File: src/common/cache_pkg.sv
/*
  Geometry and shared types of the two-way cache.
  The geometry is fixed here because the address union and the
  memory command structs are built from it.
*/
package cache_pkg;

  localparam int addr_width_lp = 16;
  localparam int block_words_lp = 4;
  localparam int sets_lp = 16;
  localparam int byte_bits_lp = 2;
  localparam int offset_bits_lp = $clog2(block_words_lp);
  localparam int index_bits_lp = $clog2(sets_lp);
  localparam int tag_width_lp = addr_width_lp - byte_bits_lp - offset_bits_lp - index_bits_lp;

  typedef enum logic [2:0] {
    op_ld = 3'd0,
    op_st = 3'd1,
    op_tagfl = 3'd2,
    op_afl = 3'd3,
    op_aflinv = 3'd4,
    op_ainv = 3'd5
  } cache_op_e;

  typedef struct packed {
    logic [tag_width_lp-1:0] tag;
    logic [index_bits_lp-1:0] index;
    logic [offset_bits_lp-1:0] offset;
    logic [byte_bits_lp-1:0] byte_sel;
  } cache_access_s;

  // a tag flush names the way with the lowest tag bit
  typedef struct packed {
    logic [tag_width_lp-2:0] upper;
    logic way;
    logic [index_bits_lp+offset_bits_lp+byte_bits_lp-1:0] rest;
  } cache_flush_s;

  typedef union packed {
    cache_access_s access;
    cache_flush_s flush;
  } cache_addr_u;

  typedef struct packed {
    logic valid;
    logic [tag_width_lp-1:0] tag;
  } tag_entry_s;

  typedef struct packed {
    logic [1:0] dirty; // one per way
    logic mru;
  } stat_entry_s;

  typedef struct packed {
    logic valid;
    logic write;
    logic [index_bits_lp-1:0] index;
    tag_entry_s [1:0] data;
    tag_entry_s [1:0] mask;
  } tag_mem_cmd_s;

  typedef struct packed {
    logic valid;
    logic write;
    logic [index_bits_lp-1:0] index;
    stat_entry_s data;
    logic [2:0] mask;
  } stat_mem_cmd_s;

  typedef struct packed {
    tag_entry_s [1:0] tags;
    logic [1:0] hit;
    logic [1:0] valid;
  } lookup_s;

endpackage

File: src/common/dma_pkg.sv
/*
  Commands between the miss handler and the DMA engine, and the
  request seen on the external memory port.
  Address commands take one ack, data commands one ack per word.
*/
package dma_pkg;

  typedef enum logic [1:0] {
    dma_fill_addr = 2'd0,
    dma_evict_addr = 2'd1,
    dma_evict_data = 2'd2,
    dma_fill_data = 2'd3
  } dma_cmd_e;

  typedef struct packed {
    logic valid;
    dma_cmd_e cmd;
    logic [cache_pkg::addr_width_lp-1:0] addr;
    logic way;
  } mem_req_s;

endpackage

File: src/cache/cache_ctrl.sv
`timescale 1ns/1ps
/*
  One request at a time. Lookup reads at cycle 1 and compares at cycle 2.
  After reset all 16 sets are cleared while busy_o is high.
  hit_o keeps the first lookup result through a replay.
*/
module cache_ctrl
  import cache_pkg::*;
(
  input  logic clk_i,
  input  logic reset_i,
  input  logic req_v_i,
  input  cache_op_e req_op_i,
  input  cache_addr_u req_addr_i,
  output logic busy_o,
  output logic done_o,
  output logic hit_o,
  input  logic ack_i,
  output logic miss_v_o,
  output cache_op_e miss_op_o,
  output cache_addr_u miss_addr_o,
  output lookup_s lookup_o,
  output stat_entry_s stat_o,
  input  tag_mem_cmd_s miss_tag_cmd_i,
  input  stat_mem_cmd_s miss_stat_cmd_i,
  input  logic miss_active_i,
  input  logic recover_i,
  input  logic miss_done_i
);

  typedef enum logic [2:0] {
    s_clear, s_idle, s_read, s_compare, s_hit_wr, s_miss_req, s_miss_wait, s_done
  } ctrl_state_e;

  ctrl_state_e state_r;
  logic [index_bits_lp-1:0] clear_idx_r;
  logic replay_r, hit_r;
  cache_op_e op_r;
  cache_addr_u addr_r;
  lookup_s lookup_r;
  tag_entry_s [1:0] tag_rd;
  logic [1:0] hit_way;
  logic ld_st, store_op;
  tag_mem_cmd_s own_tag_cmd, tag_cmd;
  stat_mem_cmd_s own_stat_cmd, stat_cmd;

  assign ld_st = op_r inside {op_ld, op_st};
  assign store_op = (op_r == op_st);
  assign hit_way[0] = tag_rd[0].valid & (tag_rd[0].tag == addr_r.access.tag);
  assign hit_way[1] = tag_rd[1].valid & (tag_rd[1].tag == addr_r.access.tag);

  assign busy_o = (state_r != s_idle);
  assign done_o = (state_r == s_hit_wr) | ((state_r == s_done) & (!replay_r | miss_done_i));
  assign hit_o = hit_r;
  assign miss_v_o = (state_r == s_miss_req);
  assign miss_op_o = op_r;
  assign miss_addr_o = addr_r;
  assign lookup_o = lookup_r;

  always_comb begin
    own_tag_cmd = '0;
    own_stat_cmd = '0;
    own_tag_cmd.index = addr_r.access.index;
    own_stat_cmd.index = addr_r.access.index;
    case (state_r)
      s_clear: begin
        own_tag_cmd = '{valid: 1'b1, write: 1'b1, index: clear_idx_r, data: '0, mask: '1};
        own_stat_cmd = '{valid: 1'b1, write: 1'b1, index: clear_idx_r, data: '0, mask: '1};
      end
      s_read: own_tag_cmd.valid = 1'b1;
      s_hit_wr: begin
        own_stat_cmd.valid = 1'b1;
        own_stat_cmd.write = 1'b1;
        own_stat_cmd.data = '{dirty: {2{store_op}}, mru: lookup_r.hit[1]};
        own_stat_cmd.mask = {store_op & lookup_r.hit[1], store_op & lookup_r.hit[0], 1'b1};
      end
      default: ;
    endcase
  end

  assign tag_cmd = miss_active_i ? miss_tag_cmd_i : own_tag_cmd;
  assign stat_cmd = miss_active_i ? miss_stat_cmd_i : own_stat_cmd;

  cache_tag_mem cache_tag_mem_i (.clk_i, .reset_i, .cmd_i(tag_cmd), .data_o(tag_rd));
  cache_stat_mem cache_stat_mem_i (.clk_i, .reset_i, .cmd_i(stat_cmd), .data_o(stat_o));

  always_ff @(posedge clk_i) begin
    if (reset_i) begin
      state_r <= s_clear;
      clear_idx_r <= '0;
      replay_r <= 1'b0;
      hit_r <= 1'b0;
    end else begin
      case (state_r)
        s_clear: begin
          clear_idx_r <= clear_idx_r + 1'b1;
          if (&clear_idx_r) state_r <= s_idle;
        end
        s_idle: if (req_v_i) begin
          state_r <= s_read;
          replay_r <= 1'b0;
        end
        s_read: state_r <= s_compare;
        s_compare: begin
          if (replay_r) state_r <= s_done;
          else if (ld_st && |hit_way) state_r <= s_hit_wr;
          else state_r <= s_miss_req; // flush ops always go to the miss handler
          if (!replay_r) hit_r <= ld_st & (|hit_way);
        end
        s_hit_wr: state_r <= ack_i ? s_idle : s_done;
        s_miss_req: state_r <= s_miss_wait;
        s_miss_wait: if (recover_i) begin
          state_r <= s_read;
          replay_r <= 1'b1;
        end
        s_done: if (ack_i) state_r <= s_idle;
      endcase
    end
  end

  always_ff @(posedge clk_i) begin
    if (state_r == s_idle && req_v_i) begin
      op_r <= req_op_i;
      addr_r <= req_addr_i;
    end
    if (state_r == s_compare) begin
      lookup_r <= '{tags: tag_rd, hit: hit_way, valid: {tag_rd[1].valid, tag_rd[0].valid}};
    end
  end

endmodule

File: src/cache/cache_miss.sv
`timescale 1ns/1ps
/*
  Miss and flush handler. lookup_i must stay unchanged from miss_v_i until done_o.
  Each DMA command level drops for one cycle after a done pulse so that the
  engine can rearm. Address flushes that find no hit change nothing.
*/
module cache_miss
  import cache_pkg::*;
  import dma_pkg::*;
(
  input  logic clk_i,
  input  logic reset_i,
  input  logic miss_v_i,
  input  cache_op_e op_i,
  input  cache_addr_u addr_i,
  input  lookup_s lookup_i,
  input  stat_entry_s stat_i,
  output tag_mem_cmd_s tag_cmd_o,
  output stat_mem_cmd_s stat_cmd_o,
  output logic active_o,
  output logic dma_cmd_v_o,
  output dma_cmd_e dma_cmd_o,
  output logic [addr_width_lp-1:0] dma_addr_o,
  output logic dma_way_o,
  input  logic dma_done_i,
  output logic recover_o,
  output logic done_o,
  input  logic ack_i
);

  typedef enum logic [2:0] {
    s_start,
    s_flush_op,
    s_fill_addr,
    s_evict_addr,
    s_evict_data,
    s_fill_data,
    s_recover,
    s_done
  } miss_state_e;

  miss_state_e state_r, state_n;
  logic chosen_r, chosen_n;
  logic stat_flopped_r, stat_flopped_n;
  logic [1:0] dirty_r, dirty_n;
  logic mru_r, mru_n;
  logic dma_gap_r;
  cache_op_e op_r;
  cache_addr_u addr_r;
  cache_addr_u fill_addr, evict_addr, data_addr;
  logic flush_op, inv_op, flush_hit, store_op;

  assign flush_op = op_r inside {op_tagfl, op_afl, op_aflinv, op_ainv};
  assign inv_op = op_r inside {op_aflinv, op_ainv};
  assign store_op = (op_r == op_st);
  assign flush_hit = (op_r == op_tagfl) | (|lookup_i.hit);
  assign active_o = miss_v_i | !(state_r inside {s_start, s_recover, s_done});
  assign dma_way_o = chosen_n;

  always_comb begin
    fill_addr = '0;
    fill_addr.access.tag = addr_r.access.tag;
    fill_addr.access.index = addr_r.access.index;
    evict_addr = fill_addr;
    evict_addr.access.tag = lookup_i.tags[chosen_r].tag; // old tag of the victim
    data_addr = fill_addr;
    data_addr.access.offset = addr_r.access.offset;
  end

  always_comb begin
    state_n = state_r;
    chosen_n = chosen_r;
    stat_flopped_n = stat_flopped_r;
    dirty_n = dirty_r;
    mru_n = mru_r;
    tag_cmd_o = '0;
    stat_cmd_o = '0;
    tag_cmd_o.index = addr_r.access.index;
    stat_cmd_o.index = addr_r.access.index;
    dma_cmd_v_o = 1'b0;
    dma_cmd_o = dma_fill_addr;
    dma_addr_o = '0;
    recover_o = 1'b0;
    done_o = 1'b0;

    // status read in start returns on the next cycle
    if (state_r inside {s_fill_addr, s_flush_op} && !stat_flopped_r) begin
      dirty_n = stat_i.dirty;
      mru_n = stat_i.mru;
      stat_flopped_n = 1'b1;
    end

    case (state_r)
      s_start: begin
        stat_cmd_o.valid = miss_v_i;
        stat_cmd_o.index = addr_i.access.index;
        stat_flopped_n = 1'b0;
        if (miss_v_i) begin
          state_n = (op_i inside {op_ld, op_st}) ? s_fill_addr : s_flush_op;
        end
      end
      s_fill_addr: begin
        chosen_n = lookup_i.valid[0] ? (lookup_i.valid[1] ? ~mru_n : 1'b1) : 1'b0;
        dma_cmd_v_o = !dma_gap_r;
        dma_cmd_o = dma_fill_addr;
        dma_addr_o = fill_addr;
        tag_cmd_o.valid = dma_done_i;
        tag_cmd_o.write = dma_done_i;
        tag_cmd_o.data[chosen_n] = '{valid: 1'b1, tag: addr_r.access.tag};
        tag_cmd_o.mask[chosen_n] = '1;
        stat_cmd_o.valid = dma_done_i;
        stat_cmd_o.write = dma_done_i;
        stat_cmd_o.data = '{dirty: {2{store_op}}, mru: chosen_n};
        stat_cmd_o.mask = {chosen_n, ~chosen_n, 1'b1};
        if (dma_done_i) begin
          state_n = (dirty_n[chosen_n] & lookup_i.valid[chosen_n]) ? s_evict_addr : s_fill_data;
        end
      end
      s_flush_op: begin
        chosen_n = (op_r == op_tagfl) ? addr_r.flush.way : lookup_i.hit[1];
        tag_cmd_o.valid = flush_hit;
        tag_cmd_o.write = flush_hit;
        tag_cmd_o.data[chosen_n].valid = !inv_op & lookup_i.valid[chosen_n];
        tag_cmd_o.mask[chosen_n].valid = 1'b1;
        stat_cmd_o.valid = flush_hit;
        stat_cmd_o.write = flush_hit;
        stat_cmd_o.data = '{dirty: 2'b00, mru: ~chosen_n};
        stat_cmd_o.mask = {chosen_n, ~chosen_n, 1'b1};
        state_n = (op_r != op_ainv && flush_hit && dirty_n[chosen_n] && lookup_i.valid[chosen_n])
          ? s_evict_addr : s_recover;
      end
      s_evict_addr: begin
        dma_cmd_v_o = !dma_gap_r;
        dma_cmd_o = dma_evict_addr;
        dma_addr_o = evict_addr;
        if (dma_done_i) state_n = s_evict_data;
      end
      s_evict_data: begin
        dma_cmd_v_o = !dma_gap_r;
        dma_cmd_o = dma_evict_data;
        dma_addr_o = evict_addr;
        if (dma_done_i) state_n = flush_op ? s_recover : s_fill_data;
      end
      s_fill_data: begin
        dma_cmd_v_o = !dma_gap_r;
        dma_cmd_o = dma_fill_data;
        dma_addr_o = data_addr;
        if (dma_done_i) state_n = s_recover;
      end
      s_recover: begin
        recover_o = 1'b1;
        state_n = s_done;
      end
      s_done: begin
        done_o = 1'b1;
        if (ack_i) state_n = s_start;
      end
    endcase
  end

  always_ff @(posedge clk_i) begin
    if (reset_i) begin
      state_r <= s_start;
      chosen_r <= 1'b0;
      stat_flopped_r <= 1'b0;
      dma_gap_r <= 1'b0;
    end else begin
      state_r <= state_n;
      chosen_r <= chosen_n;
      stat_flopped_r <= stat_flopped_n;
      dma_gap_r <= dma_done_i;
    end
  end

  always_ff @(posedge clk_i) begin
    dirty_r <= dirty_n;
    mru_r <= mru_n;
    if (state_r == s_start && miss_v_i) begin
      op_r <= op_i;
      addr_r <= addr_i;
    end
  end

endmodule

File: src/cache/cache_stat_mem.sv
`timescale 1ns/1ps
/*
  Dirty bits and MRU bit per set, registered read, bit-masked write.
  Mask order follows the entry: dirty[1], dirty[0], mru.
*/
module cache_stat_mem
  import cache_pkg::*;
(
  input  logic clk_i,
  input  logic reset_i,
  input  stat_mem_cmd_s cmd_i,
  output stat_entry_s data_o
);

  stat_entry_s mem_r [sets_lp];

  always_ff @(posedge clk_i) begin
    if (cmd_i.valid && cmd_i.write) begin
      mem_r[cmd_i.index] <= (mem_r[cmd_i.index] & ~cmd_i.mask) | (cmd_i.data & cmd_i.mask);
    end
  end

  // read data is kept while writes go on, the miss handler samples it later
  always_ff @(posedge clk_i) begin
    if (reset_i) begin
      data_o <= '0;
    end else if (cmd_i.valid && !cmd_i.write) begin
      data_o <= mem_r[cmd_i.index];
    end
  end

endmodule

File: src/cache/cache_tag_mem.sv
`timescale 1ns/1ps
/*
  Two tag entries per set, registered read, bit-masked write.
  Read data holds its value while the port is idle or writing.
  Contents are undefined until the controller has swept all sets.
*/
module cache_tag_mem
  import cache_pkg::*;
(
  input  logic clk_i,
  input  logic reset_i,
  input  tag_mem_cmd_s cmd_i,
  output tag_entry_s [1:0] data_o
);

  tag_entry_s [1:0] mem_r [sets_lp];

  always_ff @(posedge clk_i) begin
    if (cmd_i.valid && cmd_i.write) begin
      mem_r[cmd_i.index] <= (mem_r[cmd_i.index] & ~cmd_i.mask) | (cmd_i.data & cmd_i.mask);
    end
  end

  always_ff @(posedge clk_i) begin
    if (reset_i) begin
      data_o <= '0;
    end else if (cmd_i.valid && !cmd_i.write) begin
      data_o <= mem_r[cmd_i.index];
    end
  end

endmodule

File: src/verilog/cache_dma.sv
`timescale 1ns/1ps
/*
  Turns a command level into one memory request held until its last ack.
  Address commands end on the first ack, data commands after block_words_lp acks.
  A new command is taken only after the level has been low for a cycle.
*/
module cache_dma
  import cache_pkg::*;
  import dma_pkg::*;
(
  input  logic clk_i,
  input  logic reset_i,
  input  logic cmd_v_i,
  input  dma_cmd_e cmd_i,
  input  logic [addr_width_lp-1:0] addr_i,
  input  logic way_i,
  output logic done_o,
  output mem_req_s mem_req_o,
  input  logic mem_ack_i
);

  typedef enum logic [1:0] {s_idle, s_busy, s_hold} dma_state_e;

  dma_state_e state_r;
  mem_req_s req_r;
  logic [offset_bits_lp-1:0] beat_r;
  logic last_beat;

  assign last_beat = (req_r.cmd inside {dma_fill_addr, dma_evict_addr})
    | (beat_r == offset_bits_lp'(block_words_lp - 1));
  assign done_o = (state_r == s_busy) & mem_ack_i & last_beat;
  assign mem_req_o = req_r;

  always_ff @(posedge clk_i) begin
    if (reset_i) begin
      state_r <= s_idle;
      req_r.valid <= 1'b0;
      beat_r <= '0;
    end else begin
      case (state_r)
        s_idle: if (cmd_v_i) begin
          req_r <= '{valid: 1'b1, cmd: cmd_i, addr: addr_i, way: way_i};
          beat_r <= '0;
          state_r <= s_busy;
        end
        s_busy: if (mem_ack_i) begin
          beat_r <= beat_r + 1'b1;
          if (last_beat) begin
            req_r.valid <= 1'b0;
            state_r <= s_hold;
          end
        end
        s_hold: if (!cmd_v_i) state_r <= s_idle; // wait for the level to drop
        default: state_r <= s_idle;
      endcase
    end
  end

endmodule

File: src/verilog/cache_miss_top.sv
`timescale 1ns/1ps
/*
  Miss-handling subsystem of the two-way cache: controller, miss handler
  and DMA engine. Wait for busy_o low after reset before the first request.
*/
module cache_miss_top
  import cache_pkg::*;
  import dma_pkg::*;
(
  input  logic clk_i,
  input  logic reset_i,
  input  logic req_v_i,
  input  cache_op_e req_op_i,
  input  cache_addr_u req_addr_i,
  output logic busy_o,
  output logic done_o,
  output logic hit_o,
  input  logic ack_i,
  output mem_req_s mem_req_o,
  input  logic mem_ack_i
);

  logic miss_v, miss_active, recover, miss_done;
  cache_op_e miss_op;
  cache_addr_u miss_addr;
  lookup_s lookup;
  stat_entry_s stat;
  tag_mem_cmd_s miss_tag_cmd;
  stat_mem_cmd_s miss_stat_cmd;
  logic dma_cmd_v, dma_way, dma_done;
  dma_cmd_e dma_cmd;
  logic [addr_width_lp-1:0] dma_addr;

  cache_ctrl cache_ctrl_i (
    .clk_i, .reset_i, .req_v_i, .req_op_i, .req_addr_i,
    .busy_o, .done_o, .hit_o, .ack_i,
    .miss_v_o(miss_v), .miss_op_o(miss_op), .miss_addr_o(miss_addr),
    .lookup_o(lookup), .stat_o(stat),
    .miss_tag_cmd_i(miss_tag_cmd), .miss_stat_cmd_i(miss_stat_cmd),
    .miss_active_i(miss_active), .recover_i(recover), .miss_done_i(miss_done)
  );

  cache_miss cache_miss_i (
    .clk_i, .reset_i,
    .miss_v_i(miss_v), .op_i(miss_op), .addr_i(miss_addr),
    .lookup_i(lookup), .stat_i(stat),
    .tag_cmd_o(miss_tag_cmd), .stat_cmd_o(miss_stat_cmd), .active_o(miss_active),
    .dma_cmd_v_o(dma_cmd_v), .dma_cmd_o(dma_cmd), .dma_addr_o(dma_addr),
    .dma_way_o(dma_way), .dma_done_i(dma_done),
    .recover_o(recover), .done_o(miss_done), .ack_i
  );

  cache_dma cache_dma_i (
    .clk_i, .reset_i,
    .cmd_v_i(dma_cmd_v), .cmd_i(dma_cmd), .addr_i(dma_addr), .way_i(dma_way),
    .done_o(dma_done), .mem_req_o, .mem_ack_i
  );

endmodule
File: config.mk
export PLATFORM = sky130hd
export DESIGN_NAME = cache_miss_top
export DESIGN_NICKNAME = d
export VERILOG_FILES = /design/src/common/cache_pkg.sv /design/src/common/dma_pkg.sv /design/src/cache/cache_ctrl.sv /design/src/cache/cache_miss.sv /design/src/cache/cache_stat_mem.sv /design/src/cache/cache_tag_mem.sv /design/src/verilog/cache_dma.sv /design/src/verilog/cache_miss_top.sv
export SDC_FILE = /design/constraint.sdc
export NUM_CORES = 1
export LEC_CHECK = 0
export BUFFER_PORTS_ARGS = -buffer_cell sky130_fd_sc_hd__buf_4
export CELL_PAD_IN_SITES_DETAIL_PLACEMENT = 1
export CELL_PAD_IN_SITES_GLOBAL_PLACEMENT = 1
export CORE_MARGIN = 1.5
export CORE_UTILIZATION = 25
export DETAILED_ROUTE_END_ITERATION = 8
export PLACE_DENSITY = 0.41
export SLEW_MARGIN = 20
export SYNTH_ARGS = -nofsm -noshare
export SYNTH_HDL_FRONTEND = slang
export SYNTH_SLANG_ARGS = --single-unit
File: constraint.sdc
create_clock -name clk_i -period 8.3 [get_ports clk_i]
set_input_delay 0.83 -clock clk_i [delete_from_list [all_inputs] [get_ports clk_i]]
set_output_delay 0.83 -clock clk_i [all_outputs]
set_load 0.01 [all_outputs]
==> out/qor.csv <==
metric;value;unit
Final Non-Filler Cells;2259;
Comb power frac;30.7;%
Primary FF master, synth;edfxtp_1;
Post-Syn Area per Cell;14.9;µm²
cts hold-fix bufs;0;
global-route wire length before repair;77.3;mm
f_max;0.207;GHz
share of cells above drive strength 1;18.7;%
htree depth;2;
Clock Path Buffers;3;
worst min-delay path category;in2reg;
#FFs+latches synth;451;
CTS Sinks;451;
1st-iter DRT viols;686;
P_leak;0.00658;µW
Rows;97;
Clock power frac;27.2;%
Clk Latency, worst-skew pair;600;ps
DRC;0;
vias per cell;4.69;
CP arrival;5090;ps
Die Width;271;µm
number of synthesized flops with an enable pin;407;
Peak VDD IR;157;µV
die area;0.0733;mm²
initial core utilization;25.4;%
Tcrit/Tclk final;58.3;%
clock root cell;clkbuf_16;
synth top area cells;edfxtp_1 68%, a22oi_1 7.1%, dfxtp_1 4.9%;
fillers;7432;
crit path max fanout;26;
run status;completed;
buffers added on ports;42;
number of global-route vias before repair;11300;
Mapped Area;0.0179;mm²
Routed met3 length;1.59;mm
Setup WS post-layout;3460;ps
nets;1305;
register area share after synthesis;73.2;%
RSZ-0062 raised after global routing;no;
fraction of registers with async set/reset;0;%
Post-CTS Resized;0;
internal power;5100;µW
Cell Pwr Density;373;mW/mm²
Yosys cell types;63;
Final Hold Vio Count;0;
hpwl dp;32.4;mm
maxcap violations;0;
Top Metal Used;met4;
Top Ports;47;
clock buffer count from CTS;51;
total wire length;52.1;mm
setup violators final;0;
Worst-path clk slew;60;ps
Tmin final;4840;ps
slew margin rel.;31.5;%
Flop pwr share;42.1;%
Worst Tran Pin Value;1010;ps
CTS tree;done;
Syn. warnings;0;
hold_ws;404;ps
WL per Instance;23.1;µm
vias post-DR;10600;
ANT cells;0;
pin count of the biggest net entering global routing;49;
Crit. End Element;flop;
Layout area overhead;18.0;%
Global Route Usage Sum;14.3;%
M1 WL;24.4;mm
switch share;35.4;%
Die Y;271;µm
CP startpoint kind;flop;
Max Transition Viols Final;0;
GRT Residual Overflow;0;
gpl congestion;0.697;
top cell type's share of synthesized area;68.2;%
cell count after synthesis;1203;
met2 WL post-DR;25.2;mm
skew final;24.0;ps
core area;0.0705;mm²
# Post-CTS Setup Buffers;0;
Yosys top cell by area;edfxtp_1;
Placed Cells;2165;
Final ANT Viol Nets;0;
commonest non-fill, non-tap cell in the layout;edfxtp_1;
most frequent cells in the layout;407 x edfxtp_1, 170 x a22oi_1, 104 x a21oi_1, 86 x buf_4, 80 x nor2_1;
initial antenna violation count;0;
worst slack at placement;3340;ps
setup TNS;0;ps
first-pass detailed-route iteration total;5;
WS Path Type;reg2reg;
NetSw;2790;µW
Critical Path RT;8550;ps
[Yosys cell counts, drive strengths merged (2+ instances only)]
| library cell | number |
|---|---|
| and2 | 6 |
| a21oi | 105 |
| a32oi | 2 |
| or2 | 3 |
| o311ai | 2 |
| mux2 | 5 |
| nand2 | 69 |
| a31oi | 5 |
| nor2 | 100 |
| nor3b | 2 |
| o21a | 3 |
| nor2b | 7 |
| nand4 | 2 |
| o31ai | 3 |
| o21ai | 32 |
| or3 | 5 |
| nand3b | 2 |
| edfxtp | 407 |
| o22ai | 3 |
| buf | 30 |
| nor4 | 22 |
| nand3 | 6 |
| a22oi | 170 |
| dfxtp | 44 |
| a211oi | 27 |
| and3 | 2 |
| nor3 | 15 |
| nand2b | 8 |
| inv | 11 |
| xnor2 | 20 |
| clkbuf | 35 |
| a221oi | 4 |
| ha | 3 |
| mux2i | 29 |
[worst max-delay path, stage by stage (launching register included)]
cell and delay (ps):
dfxtp_1 720, nand3b_1 420, o21ai_4 130, buf_4 370
mux2i_4 900, buf_4 520, a22oi_1 160, a21oi_1 300
nor4_2 130, o21ai_1 780
[power by group through the flow]
stage	Clock (µW)	Sequential, µW	Combinational [µW]
after floorplan	0	3350	1390
after global placement	0	3370	2440
after detailed placement	0	3380	2470
after CTS	2230	3330	2470
after global routing	2300	3360	2660
final	2140	3320	2420
[final timing paths]
kind	start	to	slack, ps	cells after the start
worst max-delay path	cache_ctrl_i.state_r[0]$_SDFFE_PP0P_	cache_ctrl_i.cache_tag_mem_i.mem_r[12][1]$_DFFE_PP_	3460	9
worst max register to register	cache_ctrl_i.state_r[0]$_SDFFE_PP0P_	cache_ctrl_i.cache_tag_mem_i.mem_r[12][1]$_DFFE_PP_	3460	9
worst min register to register	cache_ctrl_i.miss_addr_o[2]$_DFFE_PP_	cache_miss_i.addr_r[2]$_DFFE_PP_	440	0
worst min-delay path	req_addr_i[14]	cache_ctrl_i.miss_addr_o[14]$_DFFE_PP_	400	1
[metal layers]
metal	up-vias	GRT usage (%)
met2	138	24.0
li1	4892	-
met1	5488	19.2
met5	-	0
met3	66	2.38
met4	0	3.50
[logic make-up (layout without fill, tap and decap cells)]
| family | Yosys count | after routing | share of synthesized area, % |
|---|---|---|---|
| flip-flops | 451 | 451 | 73.2 |
| multiplexers | 34 | 34 | 2.18 |
| XOR/XNOR | 21 | 21 | 1.03 |
| AO/OA/AOI/OAI | 365 | 365 | 14.1 |
| AND/OR/NAND/NOR | 252 | 252 | 7.14 |
| buffers and inverters | 76 | 191 | 2.15 |
| other | 1 | 2 | 0.0209 |
| adder cells (fa/ha/maj) | 3 | 3 | 0.210 |
[registers in the layout, indices dropped and copies added (netlist names), 2 cells and up]
register and cells:
cache_dma_i.state_r 2, cache_ctrl_i.clear_idx_r 4, cache_miss_i.addr_r 14, cache_ctrl_i.cache_tag_mem_i.data_o 18
cache_ctrl_i.lookup_o 20, cache_ctrl_i.state_r 3, cache_dma_i.mem_req_o 18, cache_miss_i.dirty_r 2
cache_ctrl_i.cache_stat_mem_i.mem_r 48, cache_miss_i.state_r 3, cache_ctrl_i.miss_addr_o 14, cache_dma_i.beat_r 2
cache_miss_i.op_r 3, cache_ctrl_i.cache_stat_mem_i.data_o 3, cache_ctrl_i.miss_op_o 3, cache_ctrl_i.cache_tag_mem_i.mem_r 288
[layout make-up]
type / count / area [µm²] / area share, %
sequential: 451 / 13100 / 62.0
multi-input combinational: 677 / 4620 / 21.9
clock buffer: 68 / 1340 / 6.34
tap: 940 / 1180 / 5.56
timing repair buffer: 86 / 646 / 3.05
clock inverter: 26 / 215 / 1.02
inverter: 11 / 41.3 / 0.195
[metrics by stage]
stage / power [µW] / util (%) / instance area [µm²]
6_report: 7890 / 30.0 / 21100
5_1_grt: 8320 / 30.0 / 21100
4_1_cts: 8030 / 29.9 / 21100
3_5_place_dp: 5850 / 27.7 / 19500
3_3_place_gp: 5810 / 27.7 / 19500
2_1_floorplan: 4740 / - / 17900
No activity file was read; power rests on OpenSTA's default activity.
